--- config.mk ---
export PLATFORM = sky130hd
export DESIGN_NAME = zxuno_io
export DESIGN_NICKNAME = d
export VERILOG_FILES = /design/src/source/zxuno_pkg.sv /design/src/source/coreid_string.sv /design/src/source/zxuno_regbank.sv /design/src/source/ula_port.sv /design/src/source/cpu_data_mux.sv /design/src/source/zxuno_io.sv
export SDC_FILE = /design/constraint.sdc
export NUM_CORES = 1
export LEC_CHECK = 0
export CAP_MARGIN = 30
export CORE_UTILIZATION = 45
export CTS_CLUSTER_DIAMETER = 120
export DETAILED_ROUTE_END_ITERATION = 8
export DONT_BUFFER_PORTS = 1
export SYNTH_ARGS = -nofsm -noshare
export SYNTH_HDL_FRONTEND = slang
export SYNTH_SLANG_ARGS = --single-unit
--- constraint.sdc ---
create_clock -name sysclk -period 5.31 [get_ports sysclk]
set_clock_uncertainty 0.05 [all_clocks]
set_input_delay 1.062 -clock sysclk [delete_from_list [all_inputs] [get_ports sysclk]]
set_output_delay 1.062 -clock sysclk [all_outputs]
set_load 0.05 [all_outputs]
--- src/source/zxuno_pkg.sv ---
package zxuno_pkg;

  // --------------------------------------------------
  // I/O port map
  // --------------------------------------------------

  // ZX-Uno register address port
  localparam logic [15:0] ZXUNO_ADDR_PORT = 16'hFC3B;
  // ZX-Uno register data port
  localparam logic [15:0] ZXUNO_DATA_PORT = 16'hFD3B;

  // Register numbers behind the data port
  localparam logic [7:0] REG_DEVOPTIONS = 8'h0E;
  localparam logic [7:0] REG_SCRATCH    = 8'hFE;
  localparam logic [7:0] REG_COREID     = 8'hFF;

  // Core id string, zero terminated, first character in the top byte
  localparam int CORE_ID_LEN    = 8;
  localparam int CORE_ID_PTR_W  = $clog2(CORE_ID_LEN);
  localparam logic [8*CORE_ID_LEN-1:0] CORE_ID = {"ZXIO-01", 8'h00};

  // Pulled-up data bus, also the value forced on interrupt acknowledge
  localparam logic [7:0] BUS_IDLE_VALUE = 8'hFF;

  // --------------------------------------------------
  // Bus and register types
  // --------------------------------------------------

  // CPU side of the bus, strobes active low
  typedef struct packed {
    logic [15:0] addr;
    logic [7:0]  dout;
    logic        iorq_n;
    logic        rd_n;
    logic        wr_n;
    logic        m1_n;
  } cpu_bus_t;

  // One read-data source
  typedef struct packed {
    logic       oe;
    logic [7:0] data;
  } read_src_t;

  // Device enable flags, MSB first
  typedef struct packed {
    logic disable_spisd;
    logic enable_timexmmu;
    logic disable_romsel1f;
    logic disable_romsel7f;
    logic disable_1ffd;
    logic disable_7ffd;
    logic disable_turboay;
    logic disable_ay;
  } devoptions_t;

  // Same byte seen by the CPU as raw and by the rest of the core as flags
  typedef union packed {
    logic [7:0]  raw;
    devoptions_t flags;
  } devoptions_u;

  // ULA output bits
  typedef struct packed {
    logic [2:0] border;
    logic       mic;
    logic       spk;
  } ula_out_t;

endpackage

--- src/source/coreid_string.sv ---
`timescale 1ns/1ps

module coreid_string
  import zxuno_pkg::*;
(
  input  logic       sysclk,
  input  logic       reset,
  input  logic       rewind,
  input  logic       next,
  output logic [7:0] char
);

  // Index of the character shown on the next read
  logic [CORE_ID_PTR_W-1:0] ptr;
  // Pointer sits on the terminator
  logic                     at_last;

  assign at_last = (ptr == CORE_ID_PTR_W'(CORE_ID_LEN - 1));

  // --------------------------------------------------
  // Character pointer
  // --------------------------------------------------

  always_ff @(posedge sysclk) begin
    if (reset) begin
      ptr <= '0;
    end else if (rewind) begin
      // Address port write restarts the string
      ptr <= '0;
    end else if (next) begin
      if (at_last) begin
        // Wrap after the zero byte
        ptr <= '0;
      end else begin
        ptr <= ptr + 1'b1;
      end
    end
  end

  // First character lives in the top byte of CORE_ID
  assign char = CORE_ID[8*(CORE_ID_LEN-1-int'(ptr)) +: 8];

endmodule

--- src/source/zxuno_regbank.sv ---
`timescale 1ns/1ps

module zxuno_regbank
  import zxuno_pkg::*;
(
  input  logic        sysclk,
  input  logic        reset,
  input  cpu_bus_t    bus,
  output read_src_t   rd,
  output devoptions_t devoptions
);

  // Decode
  logic        io_cycle;
  logic        sel_addr_port;
  logic        sel_data_port;
  // Strobes
  logic        iorq_q;
  logic        first_clk;
  logic        addr_wr;
  logic        data_wr;
  logic        data_rd;
  logic        data_rd_q;
  logic        read_done;
  logic        regaddr_changed;
  // Registers
  logic [7:0]  zxuno_addr;
  logic [7:0]  scratch;
  devoptions_u devopts;
  // Core id sequencer hookup
  logic        coreid_next;
  logic [7:0]  coreid_char;

  // --------------------------------------------------
  // Port decode on the full 16-bit address
  // --------------------------------------------------

  // Interrupt acknowledge is not an I/O access here
  assign io_cycle      = !bus.iorq_n && bus.m1_n;
  assign sel_addr_port = io_cycle && (bus.addr == ZXUNO_ADDR_PORT);
  assign sel_data_port = io_cycle && (bus.addr == ZXUNO_DATA_PORT);

  // First clock with iorq_n low
  assign first_clk = iorq_q && !bus.iorq_n;

  // One write per bus cycle, in its first clock
  assign addr_wr = sel_addr_port && first_clk && !bus.wr_n;
  assign data_wr = sel_data_port && first_clk && !bus.wr_n;

  // Data port read in progress
  assign data_rd = sel_data_port && !bus.rd_n;

  // Clock after iorq_n rises, only if that cycle was a data port read
  assign read_done = bus.iorq_n && !iorq_q && data_rd_q;

  // Address port written, lasts the strobe clock only
  assign regaddr_changed = addr_wr;

  // Step the id string only when it is the selected register
  assign coreid_next = read_done && (zxuno_addr == REG_COREID);

  always_ff @(posedge sysclk) begin
    if (reset) begin
      iorq_q    <= 1'b1;
      data_rd_q <= 1'b0;
    end else begin
      iorq_q    <= bus.iorq_n;
      data_rd_q <= data_rd;
    end
  end

  // --------------------------------------------------
  // Address, scratch and device options
  // --------------------------------------------------

  always_ff @(posedge sysclk) begin
    if (reset) begin
      zxuno_addr  <= '0;
      scratch     <= '0;
      devopts.raw <= '0;
    end else begin
      if (addr_wr) begin
        zxuno_addr <= bus.dout;
      end
      // Data port writes land in the selected register
      if (data_wr && (zxuno_addr == REG_SCRATCH)) begin
        scratch <= bus.dout;
      end
      if (data_wr && (zxuno_addr == REG_DEVOPTIONS)) begin
        devopts.raw <= bus.dout;
      end
    end
  end

  // Flags view goes out to the rest of the core
  assign devoptions = devopts.flags;

  // Id string, rewound by any address port write
  coreid_string u_coreid (
    .sysclk (sysclk),
    .reset  (reset),
    .rewind (regaddr_changed),
    .next   (coreid_next),
    .char   (coreid_char)
  );

  // --------------------------------------------------
  // Read-back
  // --------------------------------------------------

  always_comb begin
    rd.oe   = 1'b0;
    rd.data = BUS_IDLE_VALUE;
    if (sel_addr_port && !bus.rd_n) begin
      rd.oe   = 1'b1;
      rd.data = zxuno_addr;
    end else if (data_rd) begin
      // Unimplemented registers leave the bus alone
      case (zxuno_addr)
        REG_SCRATCH: begin
          rd.oe   = 1'b1;
          rd.data = scratch;
        end
        REG_DEVOPTIONS: begin
          rd.oe   = 1'b1;
          rd.data = devopts.raw;
        end
        REG_COREID: begin
          rd.oe   = 1'b1;
          rd.data = coreid_char;
        end
        default: begin
          rd.oe   = 1'b0;
          rd.data = BUS_IDLE_VALUE;
        end
      endcase
    end
  end

endmodule

--- src/source/ula_port.sv ---
`timescale 1ns/1ps

module ula_port
  import zxuno_pkg::*;
(
  input  logic       sysclk,
  input  logic       reset,
  input  cpu_bus_t   bus,
  input  logic       ear,
  input  logic [4:0] kbdcol,
  output read_src_t  rd,
  output ula_out_t   ula_out
);

  // Any even port address
  logic sel;
  // Registered iorq_n for the first-clock strobe
  logic iorq_q;
  logic ula_wr;

  assign sel    = !bus.iorq_n && !bus.addr[0];
  assign ula_wr = sel && iorq_q && !bus.wr_n;

  always_ff @(posedge sysclk) begin
    if (reset) begin
      iorq_q <= 1'b1;
    end else begin
      iorq_q <= bus.iorq_n;
    end
  end

  // --------------------------------------------------
  // Border, mic and speaker
  // --------------------------------------------------

  always_ff @(posedge sysclk) begin
    if (reset) begin
      ula_out <= '0;
    end else if (ula_wr) begin
      ula_out.border <= bus.dout[2:0];
      ula_out.mic    <= bus.dout[3];
      ula_out.spk    <= bus.dout[4];
    end
  end

  // Keyboard columns with ear, unused bits read as one
  assign rd.oe   = sel && !bus.rd_n;
  assign rd.data = {1'b1, ear, 1'b1, kbdcol};

endmodule

--- src/source/cpu_data_mux.sv ---
`timescale 1ns/1ps

module cpu_data_mux
  import zxuno_pkg::*;
(
  input  cpu_bus_t   bus,
  input  read_src_t  zxuno_rd,
  input  read_src_t  ula_rd,
  output logic [7:0] cpudin
);

  // IM acknowledge cycle
  logic oe_intack;

  assign oe_intack = !bus.iorq_n && !bus.m1_n;

  // --------------------------------------------------
  // Priority select
  // --------------------------------------------------

  always_comb begin
    if (oe_intack) begin
      // Forced value during an accepted interrupt
      cpudin = BUS_IDLE_VALUE;
    end else if (zxuno_rd.oe) begin
      cpudin = zxuno_rd.data;
    end else if (ula_rd.oe) begin
      cpudin = ula_rd.data;
    end else begin
      // Nobody drives, pull-ups win
      cpudin = BUS_IDLE_VALUE;
    end
  end

endmodule

--- src/source/zxuno_io.sv ---
`timescale 1ns/1ps

module zxuno_io
  import zxuno_pkg::*;
(
  input  logic        sysclk,
  input  logic        reset,
  input  cpu_bus_t    bus,
  input  logic        ear,
  input  logic [4:0]  kbdcol,
  output logic [7:0]  cpudin,
  output devoptions_t devoptions,
  output ula_out_t    ula_out
);

  // Read sources toward the CPU
  read_src_t zxuno_rd;
  read_src_t ula_rd;

  // --------------------------------------------------
  // Bus slaves, side by side
  // --------------------------------------------------

  // ZX-Uno address and data ports
  zxuno_regbank u_regbank (
    .sysclk     (sysclk),
    .reset      (reset),
    .bus        (bus),
    .rd         (zxuno_rd),
    .devoptions (devoptions)
  );

  // Even port ULA register
  ula_port u_ula_port (
    .sysclk  (sysclk),
    .reset   (reset),
    .bus     (bus),
    .ear     (ear),
    .kbdcol  (kbdcol),
    .rd      (ula_rd),
    .ula_out (ula_out)
  );

  // CPU data in
  cpu_data_mux u_data_mux (
    .bus      (bus),
    .zxuno_rd (zxuno_rd),
    .ula_rd   (ula_rd),
    .cpudin   (cpudin)
  );

endmodule

==> Yosys cells after proc, flatten, opt, wreduce, memory -nomap -nowiden <==
Index checks and enable logic that the tools add are counted.
{ "classes": {"addsub": 2, "eq_ne": 6, "n_shift": 1, "mux": 7, "reduce_logical": 27} }
{ "op_table": {"columns": ["operator", "n"], "rows": [
  ["$shiftx 64x7->8 const A", 1],
  ["$eq 16x16->1 const B", 2],
  ["$pmux 9 s3", 1],
  ["$logic_and 1x1->1", 20],
  ["$mux 9", 2],
  ["$eq 8x8->1 const B", 2],
  ["$mux 8", 2],
  ["$eq 8x4->1 const B", 1],
  ["$mux 7", 1],
  ["$logic_not 1->1", 6],
  ["$sub 3x3->4 const A", 1],
  ["$add 3x1->3 const B", 1],
  ["$eq 3x3->1 const B", 1],
  ["$mux 3", 1],
  ["$reduce_or 2->1", 1]
]} }
{ "totals": {"ff_bits": 34, "input_bits": 36, "output_inout_bits": 21, "word_cells": 52} }

==> Longest topological paths before layout <==
{ "logic_depth": {"ltp_word": 8, "mapped_depth": 7, "depth_no_buf": 7} }

==> Cells and area by module <==
A second synthesis with hierarchy kept.
{ "unflattened": {"cells_unflattened": 285, "area_unflattened_um2": 2312.2} }
{ "modules_own_cells": {"columns": ["module", "instances", "cells_each", "area_each_um2", "seq_area_each_um2"], "rows": [
  ["zxuno_regbank", 1, 194, 1519.0, 520.5],
  ["ula_port", 1, 34, 335.3, 120.1],
  ["coreid_string", 1, 29, 237.7, 60.1],
  ["cpu_data_mux", 1, 28, 220.2, 0.0]
]} }

==> Worst setup path before layout <==
OpenSTA, ideal clock, no wires.
{ "synth_timing": {"path_kind": "input-to-output", "startpoint": "input bus[19] (netlist bit)", "endpoint": "output cpudin[0]", "t_arrival_ps": 2963, "t_required_ps": 4198, "path_slack_ps": 1235, "stages": 6, "n_path_buf": 1, "path_cell_list": "or4bb_1 -> nor3_4 -> nand4b_1 -> or3_1 -> buf_6 -> o211ai_2"} }
{ "synth_between": {"elab_chain_len": 7, "word_cells_on_any_way": 10, "classes_between": "2 x eq/ne; 4 x mux; 4 x reduce/logical"} }
{ "synth_lines": {"columns": ["element", "line_no", "source"], "rows": [
  ["start, declared", "zxuno_io.sv:8", "input cpu_bus_t bus,"],
  ["$eq 16x16->1", "zxuno_regbank.sv:41", "assign sel_data_port = io_cycle && (bus.addr == ZXUNO_DATA_PORT);"],
  ["$logic_and 1x1->1", "zxuno_regbank.sv:41", null],
  ["$logic_and 1x1->1", "zxuno_regbank.sv:51", "assign data_rd = sel_data_port && !bus.rd_n;"],
  ["$mux 9", "zxuno_regbank.sv:117", "end else if (data_rd) begin"],
  ["$mux 9 (*)", "zxuno_regbank.sv:114", "if (sel_addr_port && !bus.rd_n) begin"],
  ["$mux 8 (*)", "cpu_data_mux.sv:25", "end else if (zxuno_rd.oe) begin"],
  ["$mux 8 (*)", "cpu_data_mux.sv:22", "if (oe_intack) begin"],
  ["end, declared", "zxuno_io.sv:11", "output logic [7:0] cpudin,"]
]} }
Mark *: on every way between the ends. The rest lies on a longest branch, timed or not.

==> Final worst setup path <==
Same ends and word-level chain as after synthesis.

==> flow_metrics.env <==
export IMPL_status="completed"
export IMPL_place_gp_congestion=0.904
export IMPL_core_area_mm2=0.00403
export IMPL_cap_violations=0
export IMPL_grt_max_degree=35
export IMPL_route_detailed_drc=0
export IMPL_ys_seq_elements=34
export IMPL_synth_seq_area_share_pct=35.7
export IMPL_dieArea_mm2=0.00450
export IMPL_switching_power_uw=107
export IMPL_rsz0062_at_grt="no"
export IMPL_drive_above_1_share_pct=10.5
export IMPL_fillCellCount=398
export IMPL_placed_area_mm2=0.00191
export IMPL_cts_sinks=34
export IMPL_num_rows=23
export IMPL_antennaDiodeCount=0
export IMPL_vias=1531
export IMPL_drtAntennaViolNets=0
export IMPL_die_h_um=67.1
export IMPL_crit_chain="or4bb_1 -> nor3_4 -> nand4b_1 -> or3_1 -> o211ai_2"
export IMPL_final_max_slew_viol_count=0
export IMPL_worst_setup_path_type="in -> out"
export IMPL_cp_data_required_time_ns=4.20
export IMPL_dr_pass1_iters=4
export IMPL_ctsResizeCount=0
export IMPL_final_area_mm2=0.00199
export IMPL_cp_arrival_ns=3.23
export IMPL_critPathSlowestCell="o211ai_2"
export IMPL_leakagePower_uw=0.000695
export IMPL_yosys_warnings=0
export IMPL_met3_usage_pct=6.34
export IMPL_hold_buffers=0
export IMPL_synth_async_reset_ratio_pct=0
export IMPL_min_period_over_period_pct=81.8
export IMPL_antenna_found_initial=0
export IMPL_hold_slack_ns=0.447
export IMPL_synth_avg_cell_area_um2=9.29
export IMPL_setup_tns_ns=0
export IMPL_layout_commonest_cell="nor2_1"
export IMPL_final_cell_mix="nor2_1 (39), dfxtp_1 (34), mux2i_1 (33)"
export IMPL_wirelength_mm=4.71
export IMPL_grt_use_met2_pct=34.1
export IMPL_io_pins=57
export IMPL_vias_per_cell=6.12
export IMPL_hold_viol=0
export IMPL_grt_pass1_wl_mm=7.35
export IMPL_grt_usage_pct=22.8
export IMPL_max_vdd_ir_drop_mv=0.199
export IMPL_port_buffers=0
export IMPL_numCtsBuffers=5
export IMPL_syn_num_nets=245
export IMPL_p_sw_share_pct=23.2
export IMPL_timing_fmax_ghz=0.230
export IMPL_htreeDepth=2
export IMPL_grt_pass1_vias=1513
export IMPL_gr_max_usage_layer="met2"
export IMPL_seqPwrFrac_pct=56.8
export IMPL_tightest_slew_ns=0.880
export IMPL_crit_path_end_kind="output port"
export IMPL_final_util_pct=49.3
export IMPL_synth_cells=205
export IMPL_dpl_hpwl_mm=3.53
export IMPL_cp_start_kind="primary input"
export IMPL_fp_dieW_um=67.1
export IMPL_setup_viol=0
export IMPL_period_needed_ns=4.35
export IMPL_synth_area_mm2=0.00190
export IMPL_wl_per_cell_um=18.9
export IMPL_clkTransAtPathRegs_ns=0.06
export IMPL_comb_power_share_pct=4.1
export IMPL_powerDensity_mw_per_mm2=232
export IMPL_hold_class="reg -> reg"
export IMPL_p_int_uw=353
export IMPL_syn_to_final_growth_pct=4.27
export IMPL_grt_overflow=0
export IMPL_critical_path_max_fanout=7
export IMPL_relSlewSlack_pct=41.2
export IMPL_slowest_delay_ns=0.61
export IMPL_ys_flop_type="dfxtp_1"
export IMPL_clock_path_buffers=2
export IMPL_cts_root_buf="clkbuf_8"
export IMPL_post_cts_buffers=0
export IMPL_clockPowerShare_pct=39.2
export IMPL_synth_edff_count=0
export IMPL_clkLatencyLatePin_ns=0.28
export IMPL_nets=240
export IMPL_grtUsageMet1_pct=30.2
export IMPL_drt_iter0_drc=91
export IMPL_ys_types=52
export IMPL_start_util_pct=47.3
export IMPL_tritoncts="done"
[power groups by stage]
stage	Sequential [uW]	Combinational, uW	Clock, uW
floorplan	267	19.8	0
global placement	267	18.3	0
detailed placement	267	18.6	0
CTS	261	18.7	185
global route	261	19.9	197
finish	261	18.7	180
[final timing paths]
check	slack (ns)	start	endpoint	depth (start not counted)
worst min-delay path	0.45	u_regbank.scratch[3]	u_regbank.scratch[3]	2
worst max register to register	2.67	u_regbank.zxuno_addr[6]	u_regbank.scratch[7]	5
worst min register to register	0.45	u_regbank.scratch[3]	u_regbank.scratch[3]	2
worst max-delay path	0.96	bus[19]	cpudin[0]	5
[stage by stage]
step,cells,power [uW],setup WS (ns)
2_1_floorplan,205,287,1.23
6_report,250,460,0.964
4_1_cts,250,465,0.969
3_5_place_dp,243,286,0.974
3_3_place_gp,243,285,1.04
5_1_grt,250,478,0.872
[state kept, by name, summed over array words and instances, names as in the netlist]
register / cells
u_ula_port.ula_out: 5
u_regbank.zxuno_addr: 8
u_regbank.u_coreid.ptr: 3
u_regbank.iorq_q: 1
u_regbank.scratch: 8
u_regbank.data_rd_q: 1
u_regbank.devoptions: 8
[final cells by class]
cell class                      count  area [um^2]  area share, %
Multi-Input combinational cell    157         1150           58.2
Sequential cell                    34          681           34.3
Clock buffer                        6         72.6           3.65
Tap cell                           50         62.6           3.15
Clock inverter                      1         7.51          0.378
Inverter                            2         7.51          0.378
[worst max-delay path, delay by kind of cell]
kind,cells,cell delay [ns]
AOI/OAI and AO/OA,1,0.61
and+or+nand+nor,4,1.55
[synth_stat cells (3+ instances only)]
cell | count | area, um^2
nor2_1 | 39 | 146
dfxtp_1 | 34 | 681
mux2i_1 | 33 | 330
o211ai_2 | 5 | 62.6
nor3_1 | 7 | 35.0
a21oi_1 | 7 | 35.0
a22oi_1 | 3 | 22.5
nand2_1 | 8 | 30.0
nand3_1 | 3 | 15.0
o211ai_1 | 5 | 37.5
clkbuf_1 | 7 | 26.3
ha_1 | 4 | 50.1
and4_1 | 3 | 26.3
[layer usage]
layer,wire length [um],up-vias
li1,-,742
met1,2150,720
met2,2130,64
met3,379,5
met4,63,0
met5,0,-
[kinds of logic after synthesis]
| family | share of synthesized area, % |
|---|---|
| buf+inv | 3.61 |
| compound gates | 14.1 |
| mux | 17.9 |
| flops | 35.7 |
| fa+ha+maj | 2.63 |
| simple gates | 26.0 |
Note: power is estimated with default switching activity, not from simulation.
